File: src/design/exe_cfg.svh
// ------------------------------------------------
// Execute stage configuration
// Widths, unit select bits and multiplier length
// ------------------------------------------------
`ifndef EXE_CFG_SVH
`define EXE_CFG_SVH

`define EXE_XLEN      32 // Data word width
`define EXE_UOP_W     5  // Micro-op width
`define EXE_FU_W      5  // One-hot unit vector width

`define EXE_FU_ALU    0  // Integer ALU
`define EXE_FU_MUL    1  // Multiplier
`define EXE_FU_LSU    2  // Load/store unit
`define EXE_FU_CFU    3  // Control flow unit
`define EXE_FU_CSR    4  // CSR access

`define EXE_LSU_LOAD  0  // Load bit of an LSU micro-op
`define EXE_LSU_STORE 1  // Store bit of an LSU micro-op

`define EXE_MUL_STEPS 32 // Shift-add iterations per multiply

`endif

File: src/design/exe_pkg.sv
// ------------------------------------------------
// Execute stage types
// Data vectors, micro-op encodings, mul FSM states
// ------------------------------------------------
`include "exe_cfg.svh"

package exe_pkg;

    typedef logic [`EXE_XLEN-1:0]   word_t;     // One data word
    typedef logic [2*`EXE_XLEN-1:0] dword_t;    // Full product
    typedef logic [`EXE_UOP_W-1:0]  uop_t;      // Micro-op
    typedef logic [`EXE_FU_W-1:0]   fu_t;       // One-hot unit select
    typedef logic [4:0]             reg_addr_t; // GPR address

    // ALU micro-ops
    typedef enum logic [`EXE_UOP_W-1:0] {
        ALU_ADD, ALU_SUB, ALU_XOR, ALU_OR, ALU_AND,
        ALU_SLL, ALU_SRL, ALU_SRA, ALU_ROR,
        ALU_SLT, ALU_SLTU
    } alu_op_e;

    // Control flow micro-ops, conditional branches first
    typedef enum logic [`EXE_UOP_W-1:0] {
        CFU_BEQ, CFU_BNE, CFU_BLT, CFU_BGE, CFU_BLTU, CFU_BGEU,
        CFU_JAL, CFU_JALR,
        CFU_TAKEN, CFU_NOT_TAKEN
    } cfu_op_e;

    // Multiply micro-ops
    typedef enum logic [`EXE_UOP_W-1:0] {
        MUL_MUL, MUL_MULH, MUL_MULHU, MUL_MULHSU
    } mul_op_e;

    // Multiplier FSM
    typedef enum logic [1:0] {
        MUL_IDLE, MUL_RUN, MUL_DONE
    } mul_state_e;

endpackage

File: src/design/exe_alu.sv
// ------------------------------------------------
// Integer ALU
// Logic, shift, rotate and compare in one cycle,
// plus a raw sum for address and JALR targets
// ------------------------------------------------
`timescale 1ns/1ps
`include "exe_cfg.svh"

module exe_alu (
    input  exe_pkg::uop_t  i_uop,     // ALU micro-op
    input  exe_pkg::word_t i_opr_a,   // Left operand
    input  exe_pkg::word_t i_opr_b,   // Right operand
    output exe_pkg::word_t o_result,  // Selected result
    output exe_pkg::word_t o_add_sum  // a + b for address generation
);

    exe_pkg::word_t sum;
    exe_pkg::word_t diff;
    exe_pkg::word_t ror;
    logic [4:0]     shamt;
    logic           lt_s;
    logic           lt_u;

    assign sum   = i_opr_a + i_opr_b;
    assign diff  = i_opr_a - i_opr_b;
    assign shamt = i_opr_b[4:0];                  // Low 5 bits only
    assign lt_s  = $signed(i_opr_a) < $signed(i_opr_b);
    assign lt_u  = i_opr_a < i_opr_b;

    // Zero shift leaves the left term alone, the right one drops out
    assign ror = (i_opr_a >> shamt) | (i_opr_a << (`EXE_XLEN - shamt));

    assign o_add_sum = sum;

    always_comb begin
        case (exe_pkg::alu_op_e'(i_uop))
            exe_pkg::ALU_ADD:  o_result = sum;
            exe_pkg::ALU_SUB:  o_result = diff;
            exe_pkg::ALU_XOR:  o_result = i_opr_a ^ i_opr_b;
            exe_pkg::ALU_OR:   o_result = i_opr_a | i_opr_b;
            exe_pkg::ALU_AND:  o_result = i_opr_a & i_opr_b;
            exe_pkg::ALU_SLL:  o_result = i_opr_a << shamt;
            exe_pkg::ALU_SRL:  o_result = i_opr_a >> shamt;
            exe_pkg::ALU_SRA:  o_result = $signed(i_opr_a) >>> shamt; // Sign fill
            exe_pkg::ALU_ROR:  o_result = ror;
            exe_pkg::ALU_SLT:  o_result = {{(`EXE_XLEN-1){1'b0}}, lt_s};
            exe_pkg::ALU_SLTU: o_result = {{(`EXE_XLEN-1){1'b0}}, lt_u};
            default:           o_result = '0;          // Unused encodings
        endcase
    end

endmodule

File: src/design/exe_branch.sv
// ------------------------------------------------
// Branch resolution
// Rewrites conditional branches to taken/not
// taken and forms the jump target
// ------------------------------------------------
`timescale 1ns/1ps
`include "exe_cfg.svh"

module exe_branch (
    input  exe_pkg::uop_t  i_uop,     // CFU micro-op
    input  exe_pkg::word_t i_opr_a,   // Compare lhs
    input  exe_pkg::word_t i_opr_b,   // Compare rhs
    input  exe_pkg::word_t i_opr_c,   // Precomputed target
    input  exe_pkg::word_t i_add_sum, // rs1 + imm from the ALU
    output exe_pkg::uop_t  o_uop,     // Rewritten micro-op
    output exe_pkg::word_t o_target   // Jump target, bit 0 clear
);

    logic eq;
    logic lt_s;
    logic lt_u;
    logic cond;   // Conditional branch op
    logic taken;

    assign eq   = i_opr_a == i_opr_b;
    assign lt_s = $signed(i_opr_a) < $signed(i_opr_b);
    assign lt_u = i_opr_a < i_opr_b;

    always_comb begin
        cond  = 1'b1;
        taken = 1'b0;
        case (exe_pkg::cfu_op_e'(i_uop))
            exe_pkg::CFU_BEQ:  taken = eq;
            exe_pkg::CFU_BNE:  taken = !eq;
            exe_pkg::CFU_BLT:  taken = lt_s;
            exe_pkg::CFU_BGE:  taken = !lt_s;
            exe_pkg::CFU_BLTU: taken = lt_u;
            exe_pkg::CFU_BGEU: taken = !lt_u;
            default:           cond  = 1'b0;  // Jumps pass unchanged
        endcase
    end

    assign o_uop = !cond ? i_uop :
                   taken ? exe_pkg::uop_t'(exe_pkg::CFU_TAKEN) :
                           exe_pkg::uop_t'(exe_pkg::CFU_NOT_TAKEN);

    assign o_target = (i_uop == exe_pkg::CFU_JALR) ? {i_add_sum[`EXE_XLEN-1:1], 1'b0} :
                                                     {i_opr_c[`EXE_XLEN-1:1], 1'b0};

endmodule

File: src/design/exe_mul.sv
// ------------------------------------------------
// Iterative multiplier
// Shift-add over unsigned magnitudes, sign fixed
// at the end, low or high half selected by op
// ------------------------------------------------
`timescale 1ns/1ps
`include "exe_cfg.svh"

module exe_mul (
    input  logic           g_clk,
    input  logic           g_resetn,
    input  logic           i_start,   // Begin on a new multiply
    input  logic           i_abort,   // Flush or result consumed
    input  exe_pkg::uop_t  i_uop,     // MUL/MULH/MULHU/MULHSU
    input  exe_pkg::word_t i_opr_a,
    input  exe_pkg::word_t i_opr_b,
    output logic           o_ready,   // Product valid
    output exe_pkg::word_t o_result
);

    localparam int CNT_W = $clog2(`EXE_MUL_STEPS);

    exe_pkg::mul_state_e state;
    logic [CNT_W-1:0]    count;       // Steps done
    exe_pkg::dword_t     prod;        // {partial sum, remaining multiplier}
    exe_pkg::word_t      mcand;       // Multiplicand magnitude
    logic                neg;         // Product must be negated
    logic                hi_sel;      // Return the upper half
    logic                a_signed;
    logic                b_signed;
    logic                a_neg;
    logic                b_neg;
    logic [`EXE_XLEN:0]  step_sum;    // One carry bit wider
    exe_pkg::dword_t     full;

    assign a_signed = (i_uop == exe_pkg::MUL_MULH) || (i_uop == exe_pkg::MUL_MULHSU);
    assign b_signed = (i_uop == exe_pkg::MUL_MULH);
    assign a_neg    = a_signed && i_opr_a[`EXE_XLEN-1];
    assign b_neg    = b_signed && i_opr_b[`EXE_XLEN-1];

    // Add multiplicand when the current multiplier bit is set
    assign step_sum = {1'b0, prod[2*`EXE_XLEN-1:`EXE_XLEN]} + (prod[0] ? mcand : '0);

    always_ff @(posedge g_clk) begin
        if (!g_resetn || i_abort) begin
            state <= exe_pkg::MUL_IDLE;
            count <= '0;
        end else begin
            case (state)
                exe_pkg::MUL_IDLE: if (i_start) begin
                    state <= exe_pkg::MUL_RUN;
                    count <= '0;
                end
                exe_pkg::MUL_RUN: begin
                    count <= count + 1'b1;
                    if (count == CNT_W'(`EXE_MUL_STEPS - 1)) begin
                        state <= exe_pkg::MUL_DONE;         // Last step
                    end
                end
                default: state <= state;                 // DONE holds
            endcase
        end
    end

    // Datapath
    always_ff @(posedge g_clk) begin
        if (state == exe_pkg::MUL_IDLE && i_start) begin
            mcand  <= a_neg ? -i_opr_a : i_opr_a;
            prod   <= {{`EXE_XLEN{1'b0}}, (b_neg ? -i_opr_b : i_opr_b)};
            neg    <= a_neg ^ b_neg;
            hi_sel <= i_uop != exe_pkg::MUL_MUL;
        end else if (state == exe_pkg::MUL_RUN) begin
            prod   <= {step_sum, prod[`EXE_XLEN-1:1]};   // Shift right one
        end
    end

    assign full     = neg ? -prod : prod;
    assign o_ready  = state == exe_pkg::MUL_DONE;
    assign o_result = hi_sel ? full[2*`EXE_XLEN-1:`EXE_XLEN] : full[`EXE_XLEN-1:0];

endmodule

File: src/design/exe_control.sv
// ------------------------------------------------
// Execute stage control
// Busy and progress, stage-valid register,
// multiplier start and operand load enables
// ------------------------------------------------
`timescale 1ns/1ps
`include "exe_cfg.svh"

module exe_control (
    input  logic          g_clk,
    input  logic          g_resetn,
    input  logic          i_s2_valid,   // Decode has an instruction
    input  exe_pkg::fu_t  i_s2_fu,
    input  exe_pkg::uop_t i_s2_uop,
    input  logic          i_flush,
    input  logic          i_s3_busy,    // Writeback stalls
    input  logic          i_mul_ready,  // Product available
    output logic          o_s2_busy,
    output logic          o_progress,   // Instruction moves into s3
    output logic          o_mul_start,
    output logic          o_opra_ld,
    output logic          o_oprb_ld,
    output logic          o_s3_valid
);

    logic s3_valid_q;
    logic held;        // s3 output held by back-pressure
    logic mul_pend;    // Multiply not finished
    logic store_op;

    assign held     = s3_valid_q && i_s3_busy;
    assign mul_pend = i_s2_valid && i_s2_fu[`EXE_FU_MUL] && !i_mul_ready;
    assign store_op = i_s2_fu[`EXE_FU_LSU] && i_s2_uop[`EXE_LSU_STORE];

    assign o_s2_busy   = held || mul_pend;
    assign o_progress  = i_s2_valid && !o_s2_busy;
    assign o_mul_start = mul_pend;   // Runs even while s3 is held

    // Operand b only carries store data or CSR write data
    assign o_opra_ld = o_progress;
    assign o_oprb_ld = o_progress && (store_op || i_s2_fu[`EXE_FU_CSR]);

    always_ff @(posedge g_clk) begin
        if (!g_resetn || i_flush) begin
            s3_valid_q <= 1'b0;
        end else if (o_progress) begin
            s3_valid_q <= 1'b1;             // New instruction in
        end else if (!i_s3_busy) begin
            s3_valid_q <= 1'b0;             // Consumed, nothing behind
        end
    end

    assign o_s3_valid = s3_valid_q;

endmodule

File: src/design/exe_result_reg.sv
// ------------------------------------------------
// Result select and stage registers
// Picks the unit result, registers it into s3 and
// drives the early forwarding outputs
// ------------------------------------------------
`timescale 1ns/1ps
`include "exe_cfg.svh"

module exe_result_reg (
    input  logic               g_clk,
    input  logic               g_resetn,
    input  exe_pkg::fu_t       i_fu,
    input  exe_pkg::uop_t      i_uop,
    input  exe_pkg::reg_addr_t i_rd,
    input  logic               i_trap,        // Passed through only
    input  exe_pkg::word_t     i_opr_a,       // CSR operand
    input  exe_pkg::word_t     i_opr_c,       // Store / CSR data
    input  exe_pkg::word_t     i_alu_result,
    input  exe_pkg::word_t     i_add_sum,     // Load/store address
    input  exe_pkg::word_t     i_target,      // Jump target
    input  exe_pkg::word_t     i_mul_result,
    input  exe_pkg::uop_t      i_cfu_uop,     // Resolved branch op
    input  logic               i_opra_ld,
    input  logic               i_oprb_ld,
    input  logic               i_progress,
    output exe_pkg::reg_addr_t o_s3_rd,
    output exe_pkg::uop_t      o_s3_uop,
    output exe_pkg::fu_t       o_s3_fu,
    output logic               o_s3_trap,
    output exe_pkg::word_t     o_s3_opr_a,
    output exe_pkg::word_t     o_s3_opr_b,
    output exe_pkg::reg_addr_t o_fwd_rd,
    output exe_pkg::word_t     o_fwd_wdata,
    output logic               o_fwd_load
);

    exe_pkg::word_t n_opr_a;
    exe_pkg::uop_t  n_uop;

    // ------------------------------------------------
    // Next-state selection
    // ------------------------------------------------
    // One-hot unit vector, so an AND-OR mux is enough
    assign n_opr_a = ({`EXE_XLEN{i_fu[`EXE_FU_ALU]}} & i_alu_result) |
                     ({`EXE_XLEN{i_fu[`EXE_FU_MUL]}} & i_mul_result) |
                     ({`EXE_XLEN{i_fu[`EXE_FU_LSU]}} & i_add_sum)    |
                     ({`EXE_XLEN{i_fu[`EXE_FU_CFU]}} & i_target)     |
                     ({`EXE_XLEN{i_fu[`EXE_FU_CSR]}} & i_opr_a);

    assign n_uop = i_fu[`EXE_FU_CFU] ? i_cfu_uop : i_uop;   // Branch outcome

    // ------------------------------------------------
    // Stage registers
    // ------------------------------------------------
    always_ff @(posedge g_clk) begin
        if (!g_resetn) begin
            o_s3_rd   <= '0;
            o_s3_uop  <= '0;
            o_s3_fu   <= '0;
            o_s3_trap <= 1'b0;
        end else if (i_progress) begin
            o_s3_rd   <= i_rd;
            o_s3_uop  <= n_uop;
            o_s3_fu   <= i_fu;
            o_s3_trap <= i_trap;
        end
    end

    always_ff @(posedge g_clk) begin
        if (!g_resetn) begin
            o_s3_opr_a <= '0;
            o_s3_opr_b <= '0;
        end else begin
            if (i_opra_ld) begin
                o_s3_opr_a <= n_opr_a;
            end
            if (i_oprb_ld) begin
                o_s3_opr_b <= i_opr_c;   // Otherwise keeps last value
            end
        end
    end

    // Early forwarding, combinational from s2
    assign o_fwd_rd    = i_rd;
    assign o_fwd_wdata = n_opr_a;
    assign o_fwd_load  = i_fu[`EXE_FU_LSU] && i_uop[`EXE_LSU_LOAD];

endmodule

File: src/design/exe_stage.sv
// ------------------------------------------------
// Execute stage top level
// Connects control, ALU, branch unit, multiplier
// and the s3 result registers
// ------------------------------------------------
`timescale 1ns/1ps
`include "exe_cfg.svh"

module exe_stage (
    input  logic                 g_clk,
    input  logic                 g_resetn,
    input  logic                 i_s2_valid,
    input  logic [`EXE_FU_W-1:0] i_s2_fu,
    input  logic [`EXE_UOP_W-1:0] i_s2_uop,
    input  logic [4:0]           i_s2_rd,
    input  logic                 i_s2_trap,
    input  logic [`EXE_XLEN-1:0] i_s2_opr_a,
    input  logic [`EXE_XLEN-1:0] i_s2_opr_b,
    input  logic [`EXE_XLEN-1:0] i_s2_opr_c,
    input  logic                 i_flush,
    input  logic                 i_s3_busy,
    output logic                 o_s2_busy,
    output logic                 o_s3_valid,
    output logic [4:0]           o_s3_rd,
    output logic [`EXE_UOP_W-1:0] o_s3_uop,
    output logic [`EXE_FU_W-1:0] o_s3_fu,
    output logic                 o_s3_trap,
    output logic [`EXE_XLEN-1:0] o_s3_opr_a,
    output logic [`EXE_XLEN-1:0] o_s3_opr_b,
    output logic [4:0]           o_fwd_rd,
    output logic [`EXE_XLEN-1:0] o_fwd_wdata,
    output logic                 o_fwd_load
);

    logic                  progress;
    logic                  mul_start;
    logic                  mul_ready;
    logic                  opra_ld;
    logic                  oprb_ld;
    logic [`EXE_XLEN-1:0]  alu_result;
    logic [`EXE_XLEN-1:0]  add_sum;
    logic [`EXE_XLEN-1:0]  target;
    logic [`EXE_XLEN-1:0]  mul_result;
    logic [`EXE_UOP_W-1:0] cfu_uop;

    exe_control u_control (
        .g_clk(g_clk), .g_resetn(g_resetn),
        .i_s2_valid(i_s2_valid), .i_s2_fu(i_s2_fu), .i_s2_uop(i_s2_uop),
        .i_flush(i_flush), .i_s3_busy(i_s3_busy), .i_mul_ready(mul_ready),
        .o_s2_busy(o_s2_busy), .o_progress(progress), .o_mul_start(mul_start),
        .o_opra_ld(opra_ld), .o_oprb_ld(oprb_ld), .o_s3_valid(o_s3_valid)
    );

    exe_alu u_alu (
        .i_uop(i_s2_uop), .i_opr_a(i_s2_opr_a), .i_opr_b(i_s2_opr_b),
        .o_result(alu_result), .o_add_sum(add_sum)
    );

    exe_branch u_branch (
        .i_uop(i_s2_uop), .i_opr_a(i_s2_opr_a), .i_opr_b(i_s2_opr_b),
        .i_opr_c(i_s2_opr_c), .i_add_sum(add_sum),
        .o_uop(cfu_uop), .o_target(target)
    );

    // Product consumed on progress, dropped on flush
    exe_mul u_mul (
        .g_clk(g_clk), .g_resetn(g_resetn),
        .i_start(mul_start), .i_abort(i_flush || progress),
        .i_uop(i_s2_uop), .i_opr_a(i_s2_opr_a), .i_opr_b(i_s2_opr_b),
        .o_ready(mul_ready), .o_result(mul_result)
    );

    exe_result_reg u_result (
        .g_clk(g_clk), .g_resetn(g_resetn),
        .i_fu(i_s2_fu), .i_uop(i_s2_uop), .i_rd(i_s2_rd), .i_trap(i_s2_trap),
        .i_opr_a(i_s2_opr_a), .i_opr_c(i_s2_opr_c),
        .i_alu_result(alu_result), .i_add_sum(add_sum), .i_target(target),
        .i_mul_result(mul_result), .i_cfu_uop(cfu_uop),
        .i_opra_ld(opra_ld), .i_oprb_ld(oprb_ld), .i_progress(progress),
        .o_s3_rd(o_s3_rd), .o_s3_uop(o_s3_uop), .o_s3_fu(o_s3_fu),
        .o_s3_trap(o_s3_trap), .o_s3_opr_a(o_s3_opr_a), .o_s3_opr_b(o_s3_opr_b),
        .o_fwd_rd(o_fwd_rd), .o_fwd_wdata(o_fwd_wdata), .o_fwd_load(o_fwd_load)
    );

endmodule

File: config.mk
export PLATFORM = sky130hd
export DESIGN_NAME = exe_stage
export DESIGN_NICKNAME = d
export VERILOG_FILES = /design/src/design/exe_pkg.sv /design/src/design/exe_alu.sv /design/src/design/exe_branch.sv /design/src/design/exe_mul.sv /design/src/design/exe_control.sv /design/src/design/exe_result_reg.sv /design/src/design/exe_stage.sv
export VERILOG_INCLUDE_DIRS = /design/src /design/src/design
export SDC_FILE = /design/constraint.sdc
export NUM_CORES = 1
export LEC_CHECK = 0
export BUFFER_PORTS_ARGS = -buffer_cell sky130_fd_sc_hd__buf_2
export CELL_PAD_IN_SITES_DETAIL_PLACEMENT = 0
export CELL_PAD_IN_SITES_GLOBAL_PLACEMENT = 2
export CORE_MARGIN = 2
export CORE_UTILIZATION = 33
export CTS_BUF_LIST = sky130_fd_sc_hd__clkbuf_16
export CTS_CLUSTER_SIZE = 40
export DETAILED_ROUTE_END_ITERATION = 16
export PLACE_DENSITY_LB_ADDON = 0.25
export SLEW_MARGIN = 20
export SYNTH_ARGS = -nofsm -noshare
export SYNTH_HDL_FRONTEND = slang
export SYNTH_HIERARCHICAL = 1
export SYNTH_SLANG_ARGS = --single-unit
File: constraint.sdc
create_clock -name g_clk -period 5.89 [get_ports g_clk]
set_input_delay 0.589 -clock g_clk [delete_from_list [all_inputs] [get_ports g_clk]]
set_output_delay 0.589 -clock g_clk [all_outputs]
set_load 0.05 [all_outputs]
* After elaboration in Yosys (flattened, before gate mapping)
Cells that the tools add are included.
** Storage, ports and cells
- Register bits after elaboration :: 186
- Input bits :: 117
- Output and inout bits :: 120
- Logic and storage cells :: 110
** Operators by class
- Add/sub/neg operators :: 8
- $lt $le $gt $ge :: 2
- Eq/ne operators :: 17
- Shift-type cells :: 4
- Multiplexer cells :: 21
- Bitwise gates (word level) :: 14
- Reduce and logical (&&, ||, !) cells :: 30
** Operators by type and width (number)
- 32-bit one-hot mux with 11 select lines :: 1
- 32-bit 2-to-1 mux :: 7
- 32-bit AND :: 6
- 32-bit OR :: 6
- 32-bit < comparator :: 2
- 64-bit 2-to-1 mux :: 1
- 32-bit negator :: 2
- 64-bit negator :: 1
- 32-bit by 32-bit adder with 33-bit output :: 1
- 32-bit adder :: 1
- 32-bit == test :: 1
- 32-bit by 32-bit << shifter with 32-bit output :: 1
- 32-bit by 5-bit << shifter with 32-bit output :: 1
- 32-bit by 5-bit right shift with 32-bit output :: 1
- 32-bit by 5-bit >>> shifter with 32-bit output :: 1
- 32-bit subtractor :: 1
- 32-bit XOR :: 1
- 5-bit by 3-bit == test with 1-bit output, second input constant :: 4
- 5-bit by 4-bit == test with 1-bit output, second input constant :: 3
- 5-bit 2-to-1 mux :: 3
- 5-bit by 2-bit == test with 1-bit output, second input constant :: 2
- 1-bit logical AND :: 10
- 5-bit one-hot mux with 2 select lines :: 1
- 6-bit by 5-bit subtractor with 7-bit output, first input constant :: 1
- 21 further kinds :: 37

* Depth between registers and ports, before layout
Gate-level depths: netlist (run 1).
- Word-level depth :: 9
- Mapped depth :: 19
- Depth with buffers taken out :: 15

* By module
The synthesis (run 1) kept the hierarchy.
** By module, submodules not included
- exe_alu :: times used 1, cells an instance 1579, area an instance 10694.0 µm², seq. area each 0.0 µm²
- exe_mul :: times used 1, cells an instance 1107, area an instance 8988.6 µm², seq. area each 2762.6 µm²
- exe_result_reg :: times used 1, cells an instance 389, area an instance 3628.5 µm², seq. area each 1601.5 µm²
- exe_branch :: times used 1, cells an instance 178, area an instance 1385.1 µm², seq. area each 0.0 µm²
- exe_control :: times used 1, cells an instance 12, area an instance 103.8 µm², seq. area each 20.0 µm²
- exe_stage :: times used 1, cells an instance 1, area an instance 6.3 µm², seq. area each 0.0 µm²

* Worst setup path after synthesis (run 1)
No wires, ideal clock.
- Kind :: input -> output
- From :: in i_s2_opr_b[1]
- To :: out o_fwd_wdata[30]
- Data arrival time :: 5.358 ns
- Setup slack :: -0.057 ns
- Stages on the path :: 17
- Buffers on the path :: 6
- Path through :: buf_2 > inv_1 > buf_1 > buf_1 > buf_2 > ha_1 > clkbuf_1 > inv_2 > buf_1 > mux2i_1 > o22ai_1 > or3_1 > or4_1 > a21o_1 > a22o_1 > a222oi_1 > nand2_1
** Between the ends
- Word-level cells in the longest chain between the ends :: 9
- Elaborated cells on any way between the ends :: 17
** RTL lines
- start, declared :: line exe_stage.sv:18 : input logic [`EXE_XLEN-1:0] i_s2_opr_b,
- 6-bit by 5-bit subtractor with 7-bit output (no source line)
- 32-bit by 32-bit << shifter with 32-bit output :: line exe_alu.sv:31 : assign ror = (i_opr_a >> shamt) | (i_opr_a << (`EXE_XLEN - shamt));
- 32-bit OR :: line exe_alu.sv:31
- 32-bit one-hot mux with 11 select lines * :: line exe_alu.sv:36 : case (exe_pkg::alu_op_e'(i_uop))
- named net alu_result[30] :: line exe_stage.sv:40 : logic [`EXE_XLEN-1:0] alu_result;
- 32-bit AND * :: line exe_result_reg.sv:44 : assign n_opr_a = ({`EXE_XLEN{i_fu[`EXE_FU_ALU]}} & i_alu_result) |
- 32-bit OR * (4 in a row) :: line exe_result_reg.sv:44
- end, declared :: line exe_stage.sv:31 : output logic [`EXE_XLEN-1:0] o_fwd_wdata,
Mark *: on every way through the listed nets, which the timed path passes. The rest lies on a longest branch.

* Final worst setup path (run 1)
- From :: in i_s2_opr_b[0]
- To :: out o_fwd_wdata[26]
The elaborated chain is that of the path after synthesis.

==> results by group, run 1 <==
STA
  – Highest Clock Rate: 173 MHz
  – RSZ-0062 raised after global routing: false
  – Post-route setup TNS: 0 ns
  – Slew headroom: 22.2%
  – Fin crit period: 5.80 ns
  – Hold_ws: 0.372 ns
  – PnR worst setup slack: 0.0950 ns
  – Slew Viols, Final: 0
  – Hold Fails Final Rpt: 0
  – Worst Clk Skew: 0.0174 ns
  – Final setup violation count: 0
  – Period utilization: 98.4%
  – Tightest Pin Transition: 1.16 ns

Placement
  – Setup WS pre-CTS: 0.00598 ns
  – Gpl congestion: 1.07
  – IO Port Bufs: 236
  – Placed instance count: 4,397
  – HPWL after detailed placement: 112,000 um

Clocking
  – CTS tree: done
  – CTS Buffer Depth: 2
  – CTS sink count: 186
  – Worst-Skew Late Latency: 0.46 ns
  – CTS clk-pin slew, worst paths: 0.09 ns
  – H-tree level count: 4
  – Cts bufs inserted: 17
  – CTS Root Cell: clkbuf_16

Drt
  – Routed Wire Length: 140,000 um
  – Final ANT Viol Nets: 0
  – 1st-iter DRT viols: 3,509
  – DRC: 0
  – Vias/cell: 6.38
  – Routed length per instance: 31.7 um
  – 1st-pass router iterations: 8
  – Detailed-route via count: 28,300

Power and ir drop
  – Power per cell area: 192 nW/um^2
  – Net switching power: 0.00260 W
  – Comb power frac: 49.9%
  – Sequential power share: 28.0%
  – Sw Share: 48.1%
  – Peak VDD IR: 170 uV
  – Power share of the clock group: 22.1%
  – Internal: 0.00281 W
  – P_leak: 11.9 nW

Synth
  – Async SR Flop Fraction: 0%
  – Main synth FF type: dfxtp_1
  – Sequential-to-total area share from yosys stat: 17.7%
  – Syn Inst Count: 3,266
  – Yosys Warn Count: 6
  – Synthesized net count: 3,556
  – Post-synth EDFFs: 66
  – Yosys cell types: 108
  – Synthesized cell area: 24,800 sq um
  – #FFs+latches synth: 186
  – Average footprint of a synthesized cell: 7.60 sq um

Floorplan
  – Core area: 74,400 sq um
  – Die height: 278 um
  – Full die area: 77,400 sq um
  – Number of core rows: 100
  – Initial core utilization: 33.3%
  – Chip Width: 278 um
  – Ports: 237

Flow run
  – Maxcap violations: 0

Final layout
  – Final nets: 3,738
  – Most frequent cells in the layout: nand2_1, nor2_1, a21oi_1
  – Synth-to-layout area growth: 13.4%
  – Share of layout cells above drive strength 1: 17.8%
  – Finished Layout Cells: 4,435
  – Leading cell type in the layout, fill and taps excluded: nand2_1
  – # fillers: 7,876
  – Reg area: 4380 sq um
  – Area of the multi-input gates: 18,800 sq um

Worst setup path
  – Worst path slowest cell: a221oi_1
  – Element type at the critical path end: output pin
  – Register-to-Register Path Depth: 11
  – Worst path most repeated cell: buf_4
  – Crit path kind: in2out
  – Startpoint Class: input pin
  – Worst EP required: 5.30 ns
  – Slowest cell delay on critical path: 0.74 ns
  – Register-to-register setup slack: 1.64 ns
  – CP arrival: 5.21 ns
  – Critical Path Sink: o_fwd_wdata[26]
  – R2r startpoint: u_mul/prod[1]$_DFFE_PP_
  – Cell Chain, Critical Path: buf_4 -> buf_4 -> nor3_2 -> xnor2_2 -> buf_4 -> mux2i_1 -> o21ai_0 -> o221ai_1 -> a221oi_1 -> buf_4 -> o21ai_0 -> a222oi_1 -> buf_4 -> nand2_1 -> buf_2
  – CP Max Fanout: 26
  – Crit Reg-Reg Endpoint: u_result/o_s3_opr_a[24]$_SDFFE_PN0P_
  – Crit. Startpoint: i_s2_opr_b[0]

GRT
  – First-pass GRT wire length: 199,000 um
  – Antenna violations before repair: 5
  – Total track usage: 35.1%
  – Largest net degree at the start of global routing: 71
  – Total gr overflow: 0
  – Vias in the first global route: 26,700

Outcome
  – Status: finished, final reports clean

Worst hold path
  – HP Class: in2reg
[power groups by stage]
stage	clock (W)	sequential (W)	combinational [W]
6_report	0.00119	0.00151	0.00270
3_5_place_dp	0	0.00154	0.00260
5_1_grt	0.00126	0.00152	0.00281
4_1_cts	0.00122	0.00151	0.00261
2_1_floorplan	0	0.00162	0.00148
3_3_place_gp	0	0.00154	0.00260
[state kept, by name, summed over array words and instances, names as in the netlist, 2 cells and up]
name                 count
u_mul/count              5
u_result/o_s3_opr_b     32
u_mul/mcand             32
u_mul/state              2
u_result/o_s3_fu         5
u_result/o_s3_uop        5
u_result/o_s3_opr_a     32
u_result/o_s3_rd         5
u_mul/prod              64
[critical path: cells and delay by family]
kind,cells,cell delay (ns)
compound gates,5,2.07
buf+inv,6,1.64
xor+xnor,1,0.55
simple gates,2,0.24
mux,1,0.08
[synthesized netlist by cell type, types with 10 or more instances]
cell,instances,share of area [%]
a221o_1,18,0.73
nor2_1,327,4.9
ha_1,170,8.6
edfxtp_1,66,8.0
o21ai_1,11,0.22
mux2i_1,138,5.6
inv_1,148,2.2
o21ai_0,227,4.6
o31ai_1,45,1.4
xnor2_1,85,3.0
a31oi_1,66,1.7
nand4_1,36,0.91
o21bai_1,16,0.48
mux4_2,48,4.4
a21o_1,52,1.6
buf_4,15,0.45
o22ai_1,23,0.58
a22oi_1,50,1.5
and2_1,53,1.3
or3_1,17,0.43
buf_2,37,0.75
nand2b_1,24,0.61
o2111ai_1,14,0.49
and3_1,19,0.48
a211oi_1,58,1.8
nor2b_1,15,0.38
o211ai_1,28,0.85
a21oi_1,245,4.9
nor3_1,71,1.4
nor4_1,23,0.58
nand2_1,328,5.0
o311ai_0,10,0.35
a222oi_1,32,1.3
xor2_1,87,3.1
clkbuf_1,161,2.4
a221oi_1,26,0.92
o41ai_1,14,0.49
dfxtp_1,120,9.7
mux2_2,50,2.3
or4_1,17,0.51
nand3_1,60,1.2
buf_1,26,0.39
o221ai_1,15,0.53
[metal layers]
layer | part of all wire [%] | wire [um] | vias to the layer above | GRT usage [%]
li1 | - | - | 12500 | -
met1 | 42 | 59600 | 13900 | 47.1
met2 | 45 | 62600 | 1550 | 55.4
met3 | 7.5 | 10500 | 287 | 4.46
met4 | 5.5 | 7730 | 0 | 17.5
met5 | 0 | 0 | - | 0
[through the flow]
step | util, % | instance area (sq um) | power [W]
final | 37.8 | 28100 | 0.00540
after global routing | 37.8 | 28100 | 0.00559
after CTS | 37.7 | 28100 | 0.00534
after detailed placement | 36.9 | 27500 | 0.00414
after global placement | 36.9 | 27500 | 0.00414
after floorplan | - | 24800 | 0.00310
[layout make-up]
cell class / count / share of cell area, %
inverters: 156 / 2.09
clock inverters: 15 / 0.538
well taps: 969 / 4.31
repair buffers: 410 / 8.97
multi-input cells: 2677 / 66.9
clock buffers: 17 / 1.51
diodes: 5 / 0.0445
flip-flops and latches: 186 / 15.6
[worst min path at each step]
stage / startpoint / end / slack, ns / cells after the start
final: i_flush / u_control/o_s3_valid$_SDFFE_PP0P_ / 0.37 / 3
after global routing: i_s2_trap / u_result/o_s3_trap$_SDFFE_PN0P_ / 0.36 / 3
after detailed placement: u_mul/count[3]$_SDFFE_PP0P_ / u_mul/count[3]$_SDFFE_PP0P_ / 0.47 / 1
after global placement: u_mul/count[4]$_SDFFE_PP0P_ / u_mul/count[4]$_SDFFE_PP0P_ / 0.46 / 2
after floorplan: u_mul/count[3]$_SDFFE_PP0P_ / u_mul/count[3]$_SDFFE_PP0P_ / 0.44 / 1
after CTS: i_s2_trap / u_result/o_s3_trap$_SDFFE_PN0P_ / 0.35 / 3
[cells by family after synthesis]
group | Yosys count | synth area share, %
and+or+nand+nor | 1054 | 20.5
AOI/OAI and AO/OA | 1035 | 27.5
buffers and inverters | 403 | 6.77
other | 1 | 0.0151
DFF | 186 | 17.7
xor gates and xnor gates | 174 | 6.20
adders and majority gates | 173 | 8.82
muxes | 240 | 12.5
[timing repair]
action	in CTS	in global routing
buffers inserted	1	0
setup endpoints to repair	1	5
hold buffers	0	0
cloned	0	0
pin swaps	1	1
gates resized for setup	0	7
(Power assumes the default switching activity.)
==> inputs of run 2 (changes only) <==
--- a/config.mk
+++ b/config.mk
@@ -6,11 +6,12 @@
 export SDC_FILE = /design/constraint.sdc
 export NUM_CORES = 1
 export LEC_CHECK = 0
+export ABC_AREA = 1
 export BUFFER_PORTS_ARGS = -buffer_cell sky130_fd_sc_hd__buf_2
 export CELL_PAD_IN_SITES_DETAIL_PLACEMENT = 0
 export CELL_PAD_IN_SITES_GLOBAL_PLACEMENT = 2
 export CORE_MARGIN = 2
-export CORE_UTILIZATION = 33
+export CORE_UTILIZATION = 29
 export CTS_BUF_LIST = sky130_fd_sc_hd__clkbuf_16
 export CTS_CLUSTER_SIZE = 40
 export DETAILED_ROUTE_END_ITERATION = 16
==> run 2 against run 1 <==
Against the previous run: routed wire length up 24%; first-iteration DRC count up 25%; die area up 33%; highest routed layer is now met5; cell count up 53%; via count up 28%; non-clock buffer count down 102; clock skew up 0.013 ns; core utilization down 5.8 points; clock-buffer cell count up 1; area after synthesis up 18%; final area up 14%; sequential power about the same.
==> results by group, run 2 <==
Synth
  – #FFs+latches synth: 186 (unchanged)
  – Synth area leader: nand2_1
  – Syn Inst Count: 5,343 (+64%)
  – Sequential-to-total area share from yosys stat: 15.0% (-2.7 points)
  – Post-synth EDFFs: 66 (unchanged)
  – Most frequent cell after synthesis: nand2_1
  – Area contributors post-synth: nand2_1, nand3_1, inv_1
  – Yosys cell types: 63 (-42%)
  – Average footprint of a synthesized cell: 5.46 sq um (-28%)
  – Synthesized net count: 5,633 (+58%)
  – Post-synth top area share: 21.2% (+12 points)
  – Commonest cells post-synth: nand2_1, nand3_1, inv_1
  – Synthesized cell area: 29,200 sq um (+18%)
  – Main synth FF type: dfxtp_1
  – Yosys Warn Count: 6 (unchanged)
  – Async SR Flop Fraction: 0% (unchanged)

Clocking
  – H-tree level count: 4 (unchanged)
  – Post-cts sizing count: 0 (unchanged)
  – CTS sink count: 186 (unchanged)
  – Cts bufs inserted: 17 (unchanged)
  – CTS clk-pin slew, worst paths: 0.11 ns (+0.02 ns)
  – Post-CTS Setup Repair Bufs: 0 (-1)
  – CTS Hold Bufs: 0 (unchanged)
  – Worst-Skew Late Latency: 0.53 ns (+0.07 ns)
  – CTS Buffer Depth: 2 (unchanged)
  – CTS Root Cell: clkbuf_16
  – CTS tree: done

Drt
  – 1st-iter DRT viols: 4,370 (+25%)
  – Final ANT Viol Nets: 0 (unchanged)
  – Routed Wire Length: 174,000 um (+24%)
  – Routed length per instance: 25.7 um (-19%)
  – Detailed-route via count: 36,100 (+28%)
  – 1st-pass router iterations: 6 (-2)
  – DRC: 0 (unchanged)
  – Vias/cell: 5.34 (-16%)

Flow run
  – Maxcap violations: 0 (unchanged)

Final layout
  – Area of the multi-input gates: 20,800 sq um (+10%)
  – Design area: 32,000 sq um (+14%)
  – Finished Layout Cells: 6,766 (+53%)
  – Final nets: 5,743 (+54%)
  – Largest Register: u_mul/prod
  – Reg area: 4380 sq um (unchanged)
  – # fillers: 11,800 (+50%)
  – Synth-to-layout area growth: 9.57%
  – Share of layout cells above drive strength 1: 9.66% (-8.1 points)
  – Most frequent cells in the layout: nand2_1, nand3_1, inv_1
  – Max reg flops: 64 (unchanged)
  – Leading cell type in the layout, fill and taps excluded: nand2_1

STA
  – RSZ-0062 raised after global routing: false
  – Slew headroom: 33.1% (+11 points)
  – Worst Clk Skew: 0.0299 ns (+0.0126 ns)
  – Post-route setup TNS: 0 ns (unchanged)
  – Highest Clock Rate: 190 MHz (+10%)
  – Final setup violation count: 0 (unchanged)
  – Period utilization: 89.4% (-9.0 points)
  – Fin crit period: 5.27 ns (-0.530 ns)
  – Slew Viols, Final: 0 (unchanged)
  – Tightest Pin Transition: 1.00 ns (-0.152 ns)
  – Hold Fails Final Rpt: 0 (unchanged)

Worst setup path
  – CP Max Fanout: 8 (-69%)
  – Register-to-register setup slack: 2.64 ns (+1.00 ns)
  – Cell Chain, Critical Path: buf_2 -> inv_1 -> ha_1 -> inv_1 -> fa_1 -> inv_1 -> o21ai_0 -> and2_1 -> nand2_1 -> nand3b_1 -> nand2_1 -> nand3_1 -> nand3_1 -> nand4_1 -> nand2_1 -> nand2_1 -> inv_1 -> nand2_1 -> buf_2
  – Crit path kind: in2out
  – Top Family by Delay on Critical Path: simple AND/OR/NAND/NOR gates
  – Slowest cell delay on critical path: 0.40 ns (-0.34 ns)
  – R2r startpoint: u_mul/prod[0]$_DFFE_PP_
  – Crit. Startpoint: i_s2_opr_a[0]
  – Element type at the critical path end: output pin
  – Crit. path cell count: 19 (+4)
  – Worst path most repeated cell: nand2_1
  – Register-to-Register Path Depth: 18 (+7)
  – Worst EP required: 5.30 ns (about the same)
  – CP arrival: 4.68 ns (-0.53 ns)
  – Critical Path Sink: o_fwd_wdata[20]
  – Startpoint Class: input pin
  – Buffers and inverters on the worst path: 6 (unchanged)
  – Worst path slowest cell: o21ai_0
  – Crit Reg-Reg Endpoint: u_result/o_s3_opr_a[20]$_SDFFE_PN0P_

Floorplan
  – Core area: 100,000 sq um (+34%)
  – Number of core rows: 116 (+16%)
  – Full die area: 103,000 sq um (+33%)
  – Initial core utilization: 29.2% (-4.1 points)
  – Die height: 321 um (+16%)
  – Ports: 237 (unchanged)
  – Chip Width: 321 um (+16%)

Power and ir drop
  – P_leak: 17.3 nW (+45%)
  – Power per cell area: 182 nW/um^2 (-5.4%)
  – Peak VDD IR: 201 uV (+18%)

Placement
  – HPWL after detailed placement: 141,000 um (+26%)
  – Placed instance count: 6,732 (+53%)
  – Placed Area: 31,400 sq um (+14%)
  – IO Port Bufs: 236 (unchanged)
  – Gpl congestion: 1.07 (about the same)

GRT
  – Largest net degree at the start of global routing: 68 (-4.2%)
  – Total track usage: 33.0% (-2.1 points)
  – Total gr overflow: 0 (unchanged)
  – Antenna violations before repair: 10 (+5)
  – Vias in the first global route: 33,800 (+26%)
  – First-pass GRT wire length: 245,000 um (+23%)

Worst hold path
  – HP Class: in2reg

Outcome
  – Status: finished, final reports clean
## run 2: worst reg2reg max path: stages, from the launching register on
cell	delay, ns
edfxtp_1	1.02
inv_2	0.12
ha_1	0.27
nand2_2	0.13
nor2_4	0.05
nand2_2	0.10
clkinv_2	0.13
nand3_1	0.10
nand2_2	0.13
nand3_1	0.12
nand2_1	0.05
nand3_1	0.14
nand2_1	0.09
nand2_1	0.08
inv_1	0.11
nor2_2	0.13
nand3_1	0.19
nand2_1	0.12
inv_1	0.04
## run 2: final cells by class
cell class / count / share of cell area [%]
diodes: 2 / 0.0156
clock buffers: 18 / 1.41
clock inverters: 14 / 0.559
inverters: 743 / 8.74
multi-input cells: 4197 / 64.9
flip-flops and latches: 186 / 13.7
well taps: 1298 / 5.08
repair buffers: 308 / 5.60
## run 2: stage by stage
step / utilization (%) / hold WS [ns] / total power [W] / setup slack (ns)
after floorplan: - / 0.444 / 0.00336 / 1.91
after global placement: 31.4 / 0.453 / 0.00445 / 0.686
after detailed placement: 31.4 / 0.456 / 0.00444 / 0.687
after CTS: 32.0 / 0.265 / 0.00578 / 0.677
after global routing: 32.0 / 0.286 / 0.00612 / 0.496
final: 32.0 / 0.297 / 0.00582 / 0.625
## run 2: cells by family (layout without fill, tap and decap cells)
logic type      after synthesis  in the layout  synth area share (%)
compound gates              526            526                  9.99
xor+xnor                     75             75                  2.34
fa+ha+maj                   173            173                  7.49
buf+inv                     960           1083                  14.0
flops                       186            186                  15.0
mux                          32             32                  1.23
other cells                   1              3                0.0128
simple gates               3390           3390                  50.0
## run 2: metal layers
metal / wire length (um) / up-vias / global-route usage, %
li1: - / 17300 / -
met1: 73500 / 17000 / 43.0
met2: 75600 / 1542 / 51.3
met3: 12000 / 315 / 4.14
met4: 12800 / 8 / 20.9
met5: 61 / - / 0
## run 2: how the worst min path moves through the flow
stage	start	to	slack, ns	cells after the start
2_1_floorplan	u_mul/count[4]$_SDFFE_PP0P_	u_mul/count[4]$_SDFFE_PP0P_	0.44	2
3_3_place_gp	u_mul/count[3]$_SDFFE_PP0P_	u_mul/count[3]$_SDFFE_PP0P_	0.45	2
3_5_place_dp	u_mul/count[3]$_SDFFE_PP0P_	u_mul/count[3]$_SDFFE_PP0P_	0.46	2
4_1_cts	i_s2_opr_c[30]	u_result/o_s3_opr_b[30]$_SDFFE_PN0P_	0.27	3
5_1_grt	i_s2_rd[2]	u_result/o_s3_rd[2]$_SDFFE_PN0P_	0.29	3
6_report	i_s2_opr_c[30]	u_result/o_s3_opr_b[30]$_SDFFE_PN0P_	0.30	3
## run 2: where the power goes
group          internal [W]  leakage [nW]  switching (W)  total (W)
sequential          0.00143          1.61       0.000108    0.00154
clock              0.000638         0.310       0.000694    0.00133
combinational      0.000741          15.3        0.00220    0.00294
total               0.00281          17.3        0.00300    0.00582
